**config.mk**
```make
export PLATFORM = sky130hd
export DESIGN_NAME = hdd_controller_flat
export DESIGN_NICKNAME = d
export VERILOG_FILES = /design/src/hdd_pkg.sv /design/src/hdd_bus_if.sv /design/src/hdd_controller.sv /design/src/flat_wrapper.sv
export SDC_FILE = /design/constraint.sdc
export NUM_CORES = 1
export LEC_CHECK = 0
export ABC_CLOCK_PERIOD_IN_PS = 3700
export BUFFER_PORTS_ARGS = -buffer_cell sky130_fd_sc_hd__buf_2
export CAP_MARGIN = 25
export CORE_MARGIN = 8
export CORE_UTILIZATION = 49
export CTS_BUF_LIST = sky130_fd_sc_hd__clkbuf_4 sky130_fd_sc_hd__clkbuf_8
export DETAILED_ROUTE_END_ITERATION = 16
export PLACE_DENSITY = 0.88
export SLEW_MARGIN = 20
export SYNTH_ARGS = -nofsm -noshare
export SYNTH_HDL_FRONTEND = slang
export SYNTH_SLANG_ARGS = --single-unit
export TNS_END_PERCENT = 20
```
**constraint.sdc**
```tcl
create_clock -name CLK_14M -period 3.7 [get_ports CLK_14M]
set_clock_uncertainty 0.2 [all_clocks]
set_input_delay 0.74 -clock CLK_14M [delete_from_list [all_inputs] [get_ports CLK_14M]]
set_output_delay 0.74 -clock CLK_14M [all_outputs]
set_load 0.05 [all_outputs]
```
**src/hdd_pkg.sv**
```systemverilog
package hdd_pkg;

    // ------------------------------
    // Widths
    // ------------------------------
    localparam int data_w       = 8;
    localparam int sec_addr_w   = 9;
    localparam int sector_bytes = 512;  // One ProDOS block
    localparam int reg_idx_w    = 4;

    // ------------------------------
    // Register offsets from C0F0
    // ------------------------------
    localparam logic [reg_idx_w-1:0] reg_execute   = 4'h0;  // Read runs the command
    localparam logic [reg_idx_w-1:0] reg_status    = 4'h1;
    localparam logic [reg_idx_w-1:0] reg_command   = 4'h2;
    localparam logic [reg_idx_w-1:0] reg_unit      = 4'h3;
    localparam logic [reg_idx_w-1:0] reg_mem_l     = 4'h4;
    localparam logic [reg_idx_w-1:0] reg_mem_h     = 4'h5;
    localparam logic [reg_idx_w-1:0] reg_block_l   = 4'h6;
    localparam logic [reg_idx_w-1:0] reg_block_h   = 4'h7;
    localparam logic [reg_idx_w-1:0] reg_next_byte = 4'h8;  // Sector byte stream

    // ProDOS command codes
    localparam logic [data_w-1:0] cmd_status = 8'h00;
    localparam logic [data_w-1:0] cmd_read   = 8'h01;
    localparam logic [data_w-1:0] cmd_write  = 8'h02;

    // Status codes as seen at C0F0 and C0F1
    localparam logic [data_w-1:0] sts_ok      = 8'h00;
    localparam logic [data_w-1:0] sts_error   = 8'h01;
    localparam logic [data_w-1:0] sts_busy    = 8'h80;  // Transfer in progress
    localparam logic [data_w-1:0] sts_protect = 8'h2B;

    // Bus value when nothing is being read
    localparam logic [data_w-1:0] idle_data = 8'hFF;

    // Command block as loaded by the driver
    typedef struct packed {
        logic [data_w-1:0]   command;
        logic [data_w-1:0]   unit;
        logic [2*data_w-1:0] mem;    // Host memory buffer address
        logic [2*data_w-1:0] block;  // Block number on the image
    } hdd_cfg_t;

endpackage

```
**src/hdd_bus_if.sv**
```systemverilog
interface hdd_bus_if;

    // Decoded register access, valid for the access clock only
    logic                          rd_stb;
    logic                          wr_stb;
    logic [hdd_pkg::reg_idx_w-1:0] index;
    logic [hdd_pkg::data_w-1:0]    wdata;

    // Address decoder side
    modport decoder (
        output rd_stb,
        output wr_stb,
        output index,
        output wdata
    );

    // Blocks steered by register accesses
    modport target (
        input rd_stb,
        input wr_stb,
        input index,
        input wdata
    );

endinterface

```
**src/hdd_controller.sv**
```systemverilog
module hdd_controller (
    input  logic                       CLK_14M,
    input  logic                       RESET,
    hdd_bus_if.target                  bus,
    input  hdd_pkg::hdd_cfg_t          cfg,
    input  logic [hdd_pkg::data_w-1:0] next_byte,
    input  logic                       last_byte,
    input  logic                       hdd_mounted,
    input  logic                       hdd_protect,
    output logic [hdd_pkg::data_w-1:0] d_out,
    output logic                       hdd_read,
    output logic                       hdd_write
);

    logic [hdd_pkg::data_w-1:0] status;
    logic                       cmd_wr;
    logic                       xfer_cmd;  // Command write starts a transfer

    assign cmd_wr   = bus.wr_stb && (bus.index == hdd_pkg::reg_command);
    assign xfer_cmd = (bus.wdata == hdd_pkg::cmd_read) || (bus.wdata == hdd_pkg::cmd_write);

    // ------------------------------
    // Status, strobes and read data
    // ------------------------------
    always_ff @(posedge CLK_14M) begin
        if (RESET) begin
            status    <= hdd_pkg::sts_ok;
            d_out     <= hdd_pkg::idle_data;
            hdd_read  <= 1'b0;
            hdd_write <= 1'b0;
        end else begin
            d_out     <= hdd_pkg::idle_data;  // Bus idles high between reads
            hdd_read  <= 1'b0;
            hdd_write <= 1'b0;

            if (last_byte)
                status <= hdd_pkg::sts_ok;    // Whole sector streamed out

            if (cmd_wr)
                status <= xfer_cmd ? hdd_pkg::sts_busy : hdd_pkg::sts_ok;

            if (bus.rd_stb) begin
                case (bus.index)
                    hdd_pkg::reg_execute: begin
                        case (cfg.command)
                            hdd_pkg::cmd_status: begin
                                d_out  <= status;  // Old value, then refresh
                                status <= hdd_mounted ? hdd_pkg::sts_ok
                                                      : hdd_pkg::sts_error;
                            end
                            hdd_pkg::cmd_read: begin
                                if (hdd_mounted) begin
                                    d_out    <= status;
                                    hdd_read <= 1'b1;  // Host fills the buffer
                                end else begin
                                    d_out  <= hdd_pkg::sts_error;
                                    status <= hdd_pkg::sts_error;
                                end
                            end
                            hdd_pkg::cmd_write: begin
                                if (hdd_protect) begin
                                    d_out  <= hdd_pkg::sts_protect;
                                    status <= hdd_pkg::sts_error;
                                end else if (hdd_mounted) begin
                                    d_out     <= status;
                                    hdd_write <= 1'b1;
                                end else begin
                                    d_out  <= hdd_pkg::sts_error;
                                    status <= hdd_pkg::sts_error;
                                end
                            end
                            default: d_out <= status;  // Unknown commands do nothing
                        endcase
                    end
                    hdd_pkg::reg_status:    d_out <= status;
                    hdd_pkg::reg_command:   d_out <= cfg.command;
                    hdd_pkg::reg_unit:      d_out <= cfg.unit;
                    hdd_pkg::reg_mem_l:     d_out <= cfg.mem[7:0];
                    hdd_pkg::reg_mem_h:     d_out <= cfg.mem[15:8];
                    hdd_pkg::reg_block_l:   d_out <= cfg.block[7:0];
                    hdd_pkg::reg_block_h:   d_out <= cfg.block[15:8];
                    hdd_pkg::reg_next_byte: d_out <= next_byte;  // Pointer advances elsewhere
                    default:                d_out <= hdd_pkg::idle_data;
                endcase
            end
        end
    end

    // ------------------------------
    // Host strobe checks
    // ------------------------------
    a_strobe_excl: assert property (
        @(posedge CLK_14M) disable iff (RESET)
        !(hdd_read && hdd_write)
    );

    a_read_pulse: assert property (
        @(posedge CLK_14M) disable iff (RESET)
        hdd_read |=> !hdd_read
    );

    a_write_pulse: assert property (
        @(posedge CLK_14M) disable iff (RESET)
        hdd_write |=> !hdd_write
    );

endmodule

```
**src/flat_wrapper.sv**
```systemverilog
// flat-port wrapper written by rule: the top's interface ports become plain ports
module hdd_controller_flat 
  (CLK_14M, RESET, cfg, next_byte, last_byte, hdd_mounted, hdd_protect, d_out, hdd_read, hdd_write, bus_rd_stb, bus_wr_stb, bus_index, bus_wdata);
  hdd_bus_if bus_i ();
  input  logic CLK_14M;
  input  logic RESET;
  input  hdd_pkg::hdd_cfg_t cfg;
  input  logic [hdd_pkg::data_w-1:0] next_byte;
  input  logic last_byte;
  input  logic hdd_mounted;
  input  logic hdd_protect;
  output logic [hdd_pkg::data_w-1:0] d_out;
  output logic hdd_read;
  output logic hdd_write;
  input wire logic [$bits(bus_i.rd_stb)-1:0] bus_rd_stb;
  input wire logic [$bits(bus_i.wr_stb)-1:0] bus_wr_stb;
  input wire logic [$bits(bus_i.index)-1:0] bus_index;
  input wire logic [$bits(bus_i.wdata)-1:0] bus_wdata;
  assign bus_i.rd_stb = bus_rd_stb;
  assign bus_i.wr_stb = bus_wr_stb;
  assign bus_i.index = bus_index;
  assign bus_i.wdata = bus_wdata;
  hdd_controller u_core (.CLK_14M(CLK_14M), .RESET(RESET), .bus(bus_i), .cfg(cfg), .next_byte(next_byte), .last_byte(last_byte), .hdd_mounted(hdd_mounted), .hdd_protect(hdd_protect), .d_out(d_out), .hdd_read(hdd_read), .hdd_write(hdd_write));
endmodule
```
Word-level counts from Yosys, hierarchy flattened
Cells that the tools add are included.

word-level totals
  flip-flop bits (word level) = 18
  input port bits = 75
  output and inout bits = 10

operators by class
  equal/unequal tests = 12
  multiplexer cells = 14
  bitwise logic cells = 4
  reductions and logical operators = 7

operators by type and width
  cell                number
  $mux 8              9
  $pmux 8 s9          1
  $pmux 8 s3          1
  $eq 4x3->1 const B  4
  $eq 8x1->1 const B  2
  $eq 8x2->1 const B  2
  $pmux 8 s2          1
  $eq 4x2->1 const B  2
  $logic_not 8->1     1
  $reduce_or 5->1     1
  $eq 4x1->1 const B  1
  $eq 4x4->1 const B  1
  $logic_not 4->1     1
  $not 1->1           4
  $reduce_or 4->1     1
  $mux 1              2
  $reduce_or 2->1     1
  $logic_and 1x1->1   1
  $logic_or 1x1->1    1

Logic depth before layout (Yosys ltp)
Gate-level depths: netlist (run 1).

  depth in word-level cells = 9
  mapped depth = 7
  mapped depth without buffers = 4

Worst setup path before layout (run 1)
OpenSTA, ideal clock, no wires.

  path type = input to register
  start = in bus_index[0]
  end = reg u_core.d_out[2] (netlist name)
  arrival time = 1.958 ns
  required time = 3.364 ns
  setup slack = 1.406 ns
  stages = 6
  buffers on the path = 3
  cell sequence = buf_2 buf_2 buf_2 mux4_1 a221oi_1 o211ai_1

between the ends
  word-level cells in the longest chain between the ends = 2

ends and longest elaborated chain
  what                                line                  text
  start: declaration                  flat_wrapper.sv:17    input wire logic [$bits(bus_i.index)-1:0] bus_index;
  $eq 4x4->1 (tied with other cells)  hdd_controller.sv:43  case (bus.index)
  $pmux 8 s9 *                        hdd_controller.sv:43
  end signal: assignment              hdd_controller.sv:47  d_out <= status;
  end signal: assignment              hdd_controller.sv:53  d_out <= status;
  end signal: assignment              hdd_controller.sv:56  d_out <= hdd_pkg::sts_error;
  end: declaration                    hdd_controller.sv:10  output logic [hdd_pkg::data_w-1:0] d_out,

Mark *: on every way between the ends. The rest lies on a longest branch, timed or not.
A chain may end at the register's enable or synchronous reset.

Worst setup path in the final report (run 1)
  start = in bus_index[2]
  end = reg u_core.status[1] (netlist name)

between the ends
  word-level cells in the longest chain between the ends = 8

ends and longest elaborated chain
  what                    line                                        text
  $eq 4x2->1              hdd_controller.sv:19                        assign cmd_wr = bus.wr_stb && (bus.index == hdd_pkg::reg_command);
  $logic_and 1x1->1       hdd_controller.sv:19
  $mux 8                  hdd_controller.sv:39                        if (cmd_wr)
  $mux 8                  hdd_controller.sv:52, hdd_controller.sv:64
  $mux 8                  hdd_controller.sv:61                        if (hdd_protect) begin
  $pmux 8 s3              hdd_controller.sv:45                        case (cfg.command)
  $mux 8                  hdd_controller.sv:43
  $mux 8 *                hdd_controller.sv:42                        if (bus.rd_stb) begin
  end signal: assignment  hdd_controller.sv:40                        status <= xfer_cmd ? hdd_pkg::sts_busy : hdd_pkg::sts_ok;
  end signal: assignment  hdd_controller.sv:48                        status <= hdd_mounted ? hdd_pkg::sts_ok
  end signal: assignment  hdd_controller.sv:63                        status <= hdd_pkg::sts_error;
  end: declaration        hdd_controller.sv:15                        logic [hdd_pkg::data_w-1:0] status;

Marked as above.

==> summary.md, run 1 <==
| Metric | Value |
|---|---|
| First-pass GRT wire length | `8000 um` |
| Slowest CP cell | `sky130_fd_sc_hd__nor4_4` |
| Main combinational cell family by area after synthesis | `simple AND/OR/NAND/NOR gates` |
| Hold slack final | `roughly 310 ps` |
| Layout filler cell count | `around 270` |
| Maximum count of clock buffers along a single path | `2` |
| Static Leak | `between 0.8 and 0.9 nW` |
| Number of nets in the layout | `321` |
| Crit path from | `bus_index[2]` |
| Top cells by area, synth | `sky130_fd_sc_hd__dfxtp_1 (24%), sky130_fd_sc_hd__mux2i_1 (4.1%), sky130_fd_sc_hd__a22oi_1 (4.1%)` |
| Final weighted congestion in routability-driven placement | `roughly 0.86` |
| Critical path cell sequence | `buf_2, nor4_4, nand4_2, o311a_1, and2_1` |
| Post-synthesis cell type with the largest combined area | `sky130_fd_sc_hd__dfxtp_1` |
| Type of the worst setup path | `in -> reg` |
| DRC violation total after the first TritonRoute iteration | `between 200 and 250` |
| Worst relative slew slack | `0.480` |
| Post-synthesis async set-or-reset flop share | `0` |
| Port buffer count | `84` |
| Status | `finished, final reports clean` |
| Remaining number of nets flagged by the antenna check after routing | `0` |
| Power per Cell Area | `roughly 250 mW/mm^2` |
| Overall fraction of global-route tracks in use | `0.193` |
| Placeable Area | `~0.003 mm^2` |
| Final sum of negative setup slack | `0 ps` |
| Net switching fraction of the power | `0.322` |
| Register-to-register setup slack | `2340 ps` |
| Fraction of layout instances using a drive strength above 1 | `0.416` |
| Post-synthesis xor/xnor area fraction | `0.00591` |
| CP startpoint kind | `input pin` |
| Simple-gate area share of the yosys netlist | `0.303` |
| Number of cells produced by synthesis | `roughly 170` |
| # DRC | `0` |
| Sequential power share | `0.421` |
| Starting density of the core | `0.502` |
| Overall overflow remaining after global route | `0` |
| P&R area growth vs syn | `29.5%` |
| Share of the synthesized area in the top cell type | `0.243` |
| Combinational share of power | `0.304` |
| Clock latency on the worst-skew pair | `300 ps` |
| Cell type group with the largest total delay on the critical path | `simple AND/OR/NAND/NOR gates` |
| Number of failing hold endpoints at the final stage | `0` |
| Via count of the first global-routing pass | `around 1700` |
| Synthesized-area fraction occupied by adder cells | `0` |
| Max-cap violations | `0` |
| Mean area per synthesized cell | `about 9 um^2` |
| Logic depth of the worst register-to-register path | `4` |
| Number of buffers added by the clock tree synthesis step | `3` |
| Data required time of the worst path | `3700 ps` |
| Pre-antenna DRT Iters | `4` |
| Routed Wire Length | `about 5000 um` |
| Worst r2r src | `u_core.status[3]` |
| I/O pin count | `85` |
| Unrepaired setup endpoints after global routing | `false` |
| ANT cells | `0` |
| CTS resizes | `0` |
| Via density per instance | `just over 6` |
| Critical Path Sink Type | `flip-flop` |
| Number of buffers and inverters on the critical path | `1` |
| Sequential area share after synthesis | `0.243` |
| Clock root buffer master | `sky130_fd_sc_hd__clkbuf_4` |
| Cell internal power dissipation | `around 0.32 mW` |
| Average detailed-routed wire length per instance | `18.0 um` |
| Clock-pin slew of the registers on the worst-case setup and hold paths | `120 ps` |
| Largest stage delay on the critical path | `470 ps` |
| Overall die width | `just over 70 um` |
| Worst setup timing slack at the placement stage | `approximately 1100 ps` |
| Setup ws final | `~1400 ps` |
| Design Power | `about 0.47 mW` |
| Worst supply voltage drop on vdd | `around 210 uV` |
| Total of flip-flops plus latches after synthesis | `18` |
| Post-CTS setup buffers | `0` |
| Initial antenna violation count | `0` |
| Arrival time at the worst endpoint | `between 2000 and 2500 ps` |
| Final worst-path cycle share | `0.626` |
| Highest clock frequency the design can meet | `about 0.43 GHz` |
| Path category of the worst min-delay check | `reg -> reg` |
| Hpwl dp | `around 4000 um` |
| Number of sinks on the clock net | `18` |
| Maximum fanout along the worst path | `28` |
| Die Span Y | `71.0 um` |
| Die area | `0.00504 mm^2` |
| Clk network pwr share | `0.275` |
| Total number of cells along the worst setup path | `5` |
| Overall via count from detail_route | `1702` |
| Number of flops mapped to enable cells by yosys | `0` |
| Final period demand of the worst path | `roughly 2300 ps` |
| Total of warnings raised by yosys | `0` |
| Final max-slew violation count | `0` |
| Library cells used by synthesis | `53` |
| Post-synthesis compound-gate area fraction | `0.277` |
| Area of the mapped netlist | `0.00148 mm^2` |
| Largest net degree at the start of global routing | `29` |
| Multiplexer fraction of the synthesized cell area | `0.114` |
| CTS tree | `built` |
| CTS HTree Levels | `1` |
| Destination of the worst register-to-register timing path | `u_core.d_out[3]` |
| Net count after synthesis | `244` |
| Worst setup path end | `u_core.status[1]` |
| Cts-stage hold buffer count | `0` |
| Total of endpoints with negative setup slack in the final report | `0` |
| Flip-flop cell with the highest count after synthesis | `sky130_fd_sc_hd__dfxtp_1` |
| FP Rows | `20` |
| Power spent charging and discharging nets | `about 0.15 mW` |
| Worst Max-Slew Pin Slew | `about 780 ps` |
## cell usage after synthesis (2+ instances only)
| library cell | instances |
|---|---|
| sky130_fd_sc_hd__a2111o_1 | 2 |
| sky130_fd_sc_hd__a211oi_1 | 2 |
| sky130_fd_sc_hd__a21oi_1 | 6 |
| sky130_fd_sc_hd__a221oi_1 | 3 |
| sky130_fd_sc_hd__a22o_1 | 5 |
| sky130_fd_sc_hd__a22oi_1 | 8 |
| sky130_fd_sc_hd__and2_1 | 7 |
| sky130_fd_sc_hd__buf_2 | 7 |
| sky130_fd_sc_hd__clkbuf_1 | 4 |
| sky130_fd_sc_hd__dfxtp_1 | 18 |
| sky130_fd_sc_hd__inv_1 | 6 |
| sky130_fd_sc_hd__mux2_2 | 5 |
| sky130_fd_sc_hd__mux2i_1 | 6 |
| sky130_fd_sc_hd__mux4_1 | 2 |
| sky130_fd_sc_hd__nand2_1 | 12 |
| sky130_fd_sc_hd__nand2b_1 | 4 |
| sky130_fd_sc_hd__nand3_1 | 3 |
| sky130_fd_sc_hd__nand3b_1 | 4 |
| sky130_fd_sc_hd__nand4b_1 | 2 |
| sky130_fd_sc_hd__nor2_1 | 6 |
| sky130_fd_sc_hd__nor2b_1 | 6 |
| sky130_fd_sc_hd__nor3_1 | 4 |
| sky130_fd_sc_hd__nor3b_1 | 3 |
| sky130_fd_sc_hd__nor4_1 | 2 |
| sky130_fd_sc_hd__nor4_4 | 2 |
| sky130_fd_sc_hd__nor4b_2 | 2 |
| sky130_fd_sc_hd__o2111ai_1 | 2 |
| sky130_fd_sc_hd__o211ai_1 | 4 |
| sky130_fd_sc_hd__o21ai_0 | 7 |
| sky130_fd_sc_hd__or4_1 | 2 |
## worst min-delay path by stage
stage                     startpoint                to  depth (start not counted)
floorplan           u_core.status[2]  u_core.status[2]                          1
global placement    u_core.status[5]  u_core.status[5]                          1
detailed placement  u_core.status[5]  u_core.status[5]                          1
CTS                 u_core.status[5]  u_core.status[5]                          1
global route        u_core.status[4]   u_core.d_out[4]                          2
finish              u_core.status[2]   u_core.d_out[2]                          2
## power by group through the flow
stage	registers [mW]	logic (mW)	clock network, mW
2_1_floorplan	0.219	0.0686	0
3_3_place_gp	0.203	0.140	0
3_5_place_dp	0.203	0.142	0
4_1_cts	0.199	0.143	0.131
5_1_grt	0.199	0.154	0.144
6_report	0.199	0.144	0.130
## cells in the final DEF, fill, tap and decap left out, drive strengths merged, types with 3 or more instances in the layout
cell,instances
a22oi,8
nor2b,6
nand3,3
nor4b,3
dfxtp,18
mux2,5
a21oi,6
a221oi,3
a22o,5
nand2,12
o211ai,4
inv,6
nand3b,4
nor3b,3
o21ai,7
nor4,4
clkbuf,4
mux2i,6
nor2,6
nand2b,4
nor3,4
buf,84
and2,7
## metrics by stage
| stage | util | instance area (um^2) | std cells |
|---|---|---|---|
| finish | 0.650 | 1920 | 278 |
| global route | 0.650 | 1920 | 278 |
| CTS | 0.650 | 1920 | 278 |
| detailed placement | 0.637 | 1880 | 274 |
| global placement | 0.637 | 1880 | 274 |
| floorplan | - | 1480 | 169 |
## cells by family (layout without fill, tap and decap cells)
kind of cell	after synthesis	in the layout
buf+inv	18	94
flops	18	18
compound gates	54	54
xor+xnor	1	1
mux	13	13
simple gates	65	65
## sequential cells by signal (all words and copies together) (netlist names)
name,count
u_core.hdd_write,1
u_core.status,8
u_core.d_out,8
u_core.hdd_read,1
## worst min-delay path: stages, from the launching register on
cell and delay [ps]:
sky130_fd_sc_hd__dfxtp_1 350, sky130_fd_sc_hd__inv_1 60, sky130_fd_sc_hd__o211ai_1 80
## area by class of cell
cell class / count / area, um^2 / area share
inverter: 6 / 22.5 / 0.0117
sequential: 18 / 360 / 0.188
multi-input combinational: 133 / 1040 / 0.541
clock buffer: 4 / 36.3 / 0.0189
timing repair buffer: 84 / 420 / 0.219
tap: 33 / 41.3 / 0.0215
## layer usage
layer | share of wire | GRT usage | vias up
li1 | - | - | 815
met2 | 0.50 | 0.319 | 90
met3 | 0.12 | 0.0819 | 3
met1 | 0.38 | 0.220 | 794
met5 | 0 | 0 | -
met4 | 0.0016 | 0.0577 | 0
No activity file was read; power rests on OpenSTA's default activity.
==> run 2, diff against run 1 <==
--- a/config.mk
+++ b/config.mk
@@ -5,14 +5,14 @@
 export SDC_FILE = /design/constraint.sdc
 export NUM_CORES = 1
 export LEC_CHECK = 0
-export ABC_CLOCK_PERIOD_IN_PS = 3700
+export ABC_CLOCK_PERIOD_IN_PS = 2200
 export BUFFER_PORTS_ARGS = -buffer_cell sky130_fd_sc_hd__buf_2
 export CAP_MARGIN = 25
 export CORE_MARGIN = 8
-export CORE_UTILIZATION = 49
+export CORE_UTILIZATION = 45
 export CTS_BUF_LIST = sky130_fd_sc_hd__clkbuf_4 sky130_fd_sc_hd__clkbuf_8
 export DETAILED_ROUTE_END_ITERATION = 16
-export PLACE_DENSITY = 0.88
+export PLACE_DENSITY = 0.82
 export SLEW_MARGIN = 20
 export SYNTH_ARGS = -nofsm -noshare
 export SYNTH_HDL_FRONTEND = slang
==> constraint.sdc (replaced) <==
create_clock -name CLK_14M -period 2.2 [get_ports CLK_14M]
set_clock_uncertainty 0.2 [all_clocks]
set_input_delay 0.44 -clock CLK_14M [delete_from_list [all_inputs] [get_ports CLK_14M]]
set_output_delay 0.44 -clock CLK_14M [all_outputs]
set_load 0.05 [all_outputs]
==> summary.md, run 2 (same netlist as run 1, synthesis figures left out) <==
| Metric | Value |
|---|---|
| Power spent charging and discharging nets | `0.257 mW (was 0.152 mW)` |
| Placeable Area | `0.00326 mm^2 (was 0.00295 mm^2)` |
| Overall fraction of global-route tracks in use | `0.187 (was 0.193)` |
| I/O pin count | `85 (unchanged)` |
| Cts-stage hold buffer count | `0 (unchanged)` |
| Port buffer count | `84 (unchanged)` |
| Clk network pwr share | `0.269 (was 0.275)` |
| Hpwl dp | `4180 um (was 4010 um)` |
| Remaining number of nets flagged by the antenna check after routing | `0 (unchanged)` |
| Average detailed-routed wire length per instance | `16.7 um (was 18.0 um)` |
| Total of endpoints with negative setup slack in the final report | `0 (unchanged)` |
| Final weighted congestion in routability-driven placement | `0.966 (was 0.862)` |
| Worst setup path end | `u_core.d_out[3] (was u_core.status[1])` |
| Data required time of the worst path | `2210 ps (was 3700 ps)` |
| Via count of the first global-routing pass | `1752 (was 1713)` |
| Destination of the worst register-to-register timing path | `u_core.d_out[3] (unchanged)` |
| P&R area growth vs syn | `37.5% (was 29.5%)` |
| Maximum count of clock buffers along a single path | `2 (unchanged)` |
| Critical Path Sink Type | `flip-flop (unchanged)` |
| Worst Max-Slew Pin Slew | `418 ps (was 779 ps)` |
| Highest clock frequency the design can meet | `0.556 GHz` |
| Post-CTS setup buffers | `0 (unchanged)` |
| Number of nets in the layout | `333 (was 321)` |
| Worst setup timing slack at the placement stage | `68.2 ps (was 1080 ps)` |
| # DRC | `0 (unchanged)` |
| CTS HTree Levels | `1 (unchanged)` |
| Fraction of layout instances using a drive strength above 1 | `0.444 (was 0.416)` |
| Initial antenna violation count | `0 (unchanged)` |
| Final worst-path cycle share | `0.818` |
| Final period demand of the worst path | `around 1800 ps` |
| Most common cell after layout, fill and taps aside | `sky130_fd_sc_hd__buf_2 (unchanged)` |
| First-pass GRT wire length | `7940 um (was 8000 um)` |
| Routed Wire Length | `5060 um (was 5010 um)` |
| Worst supply voltage drop on vdd | `188 uV (was 210 uV)` |
| Via density per instance | `5.78 (was 6.12)` |
| Top flop regs | `u_core.d_out (8), u_core.status (8) (unchanged)` |
| CP startpoint kind | `input pin (unchanged)` |
| Sequential Area | `360 um^2 (unchanged)` |
| Setup ws final | `401 ps (was 1380 ps)` |
| Clock latency on the worst-skew pair | `300 ps (about the same)` |
| Number of buffers added by the clock tree synthesis step | `3 (unchanged)` |
| Arrival time at the worst endpoint | `1810 ps (was 2320 ps)` |
| Pre-antenna DRT Iters | `4 (unchanged)` |
| Number of sinks on the clock net | `18 (unchanged)` |
| Combinational share of power | `0.318 (was 0.304)` |
| Final max-slew violation count | `0 (unchanged)` |
| Static Leak | `0.866 nW (was 0.803 nW)` |
| Register-to-register setup slack | `830 ps (was 2340 ps)` |
| Area taken by multi-input logic gates | `0.00104 mm^2 (unchanged)` |
| Worst r2r src | `u_core.status[3] (unchanged)` |
| Crit path from | `cfg[46] (was bus_index[2])` |
| Overall via count from detail_route | `1750 (was 1702)` |
| Clock-pin slew of the registers on the worst-case setup and hold paths | `110 ps (was 120 ps)` |
| Number of failing hold endpoints at the final stage | `0 (unchanged)` |
| Max-cap violations | `0 (unchanged)` |
| CTS tree | `built (unchanged)` |
| ANT cells | `0 (unchanged)` |
| Path category of the worst min-delay check | `in -> reg (was reg -> reg)` |
| Net switching fraction of the power | `0.317 (was 0.322)` |
| Sequential power share | `0.413 (was 0.421)` |
| Starting density of the core | `0.455 (was 0.502)` |
| Overall die width | `73.4 um (was 71.0 um)` |
| FP Rows | `21 (was 20)` |
| Overall overflow remaining after global route | `0 (unchanged)` |
| Final sum of negative setup slack | `0 ps (unchanged)` |
| Status | `finished, final reports clean (unchanged)` |
| Clock root buffer master | `sky130_fd_sc_hd__clkbuf_4 (unchanged)` |
| Worst relative slew slack | `0.720 (was 0.480)` |
| Hold slack final | `130 ps (was 314 ps)` |
| Largest net degree at the start of global routing | `23 (was 29)` |
| Layout filler cell count | `301 (was 274)` |
| Cell internal power dissipation | `0.554 mW (was 0.321 mW)` |
| Die area | `0.00538 mm^2 (was 0.00504 mm^2)` |
| CTS resizes | `0 (unchanged)` |
| Die Span Y | `73.4 um (was 71.0 um)` |
| Type of the worst setup path | `in -> reg (unchanged)` |
| DRC violation total after the first TritonRoute iteration | `119 (was 204)` |
| Maximum fanout along the worst path | `3 (was 28)` |
| Logic depth of the worst register-to-register path | `4 (unchanged)` |
| Unrepaired setup endpoints after global routing | `false (unchanged)` |
| Power per Cell Area | `398 mW/mm^2 (was 247 mW/mm^2)` |
| Commonest cells after routing, fill and taps aside | `sky130_fd_sc_hd__buf_2 (84), sky130_fd_sc_hd__dfxtp_1 (18), sky130_fd_sc_hd__nand2_1 (12), sky130_fd_sc_hd__buf_4 (11), sky130_fd_sc_hd__a22oi_1 (8) (was sky130_fd_sc_hd__buf_2 (84), sky130_fd_sc_hd__dfxtp_1 (18), sky130_fd_sc_hd__nand2_1 (12), sky130_fd_sc_hd__a22oi_1 (8))` |
## run 2: worst min path at each step
stage               slack (ps)          endpoint              from  cells after the start
floorplan                  250  u_core.status[2]  u_core.status[2]                      1
global placement           300  u_core.status[1]  u_core.status[1]                      1
detailed placement         300  u_core.status[4]  u_core.status[4]                      1
CTS                        140  u_core.status[0]             RESET                      2
global route               140  u_core.status[0]             RESET                      2
finish                     130  u_core.status[0]             RESET                      2
## run 2: area by class of cell
cell class,count,area share
multi-input cells,133,0.509
repair buffers,96,0.257
flip-flops and latches,18,0.177
well taps,46,0.0283
clock buffers,4,0.0178
inverters,6,0.0111
## run 2: critical path, stage by stage
cell and delay (ps):
sky130_fd_sc_hd__buf_2 130, sky130_fd_sc_hd__nor4_4 340, sky130_fd_sc_hd__o2111ai_1 230, sky130_fd_sc_hd__a22o_1 280, sky130_fd_sc_hd__a2111o_1 390
## run 2: through the flow
step | util | power (mW) | instance area (um^2) | instances
floorplan | - | 0.484 | 1480 | 169
global route | 0.625 | 0.845 | 2040 | 303
global placement | 0.614 | 0.596 | 2000 | 299
CTS | 0.625 | 0.809 | 2040 | 303
finish | 0.625 | 0.811 | 2040 | 303
detailed placement | 0.614 | 0.599 | 2000 | 299
## run 2: layer usage
layer | track usage | part of all wire | wire (um) | vias to the layer above
li1 | - | - | - | 840
met1 | 0.211 | 0.40 | 2030 | 814
met2 | 0.320 | 0.47 | 2400 | 86
met3 | 0.0546 | 0.10 | 529 | 10
met4 | 0.0754 | 0.019 | 98 | 0
met5 | 0 | 0 | 0 | -
## run 2: power by group through the flow
stage,registers [mW],clock network [mW],logic [mW]
floorplan,0.368,0,0.115
global placement,0.342,0,0.254
detailed placement,0.342,0,0.257
CTS,0.335,0.217,0.257
global route,0.336,0.230,0.280
finish,0.335,0.218,0.258
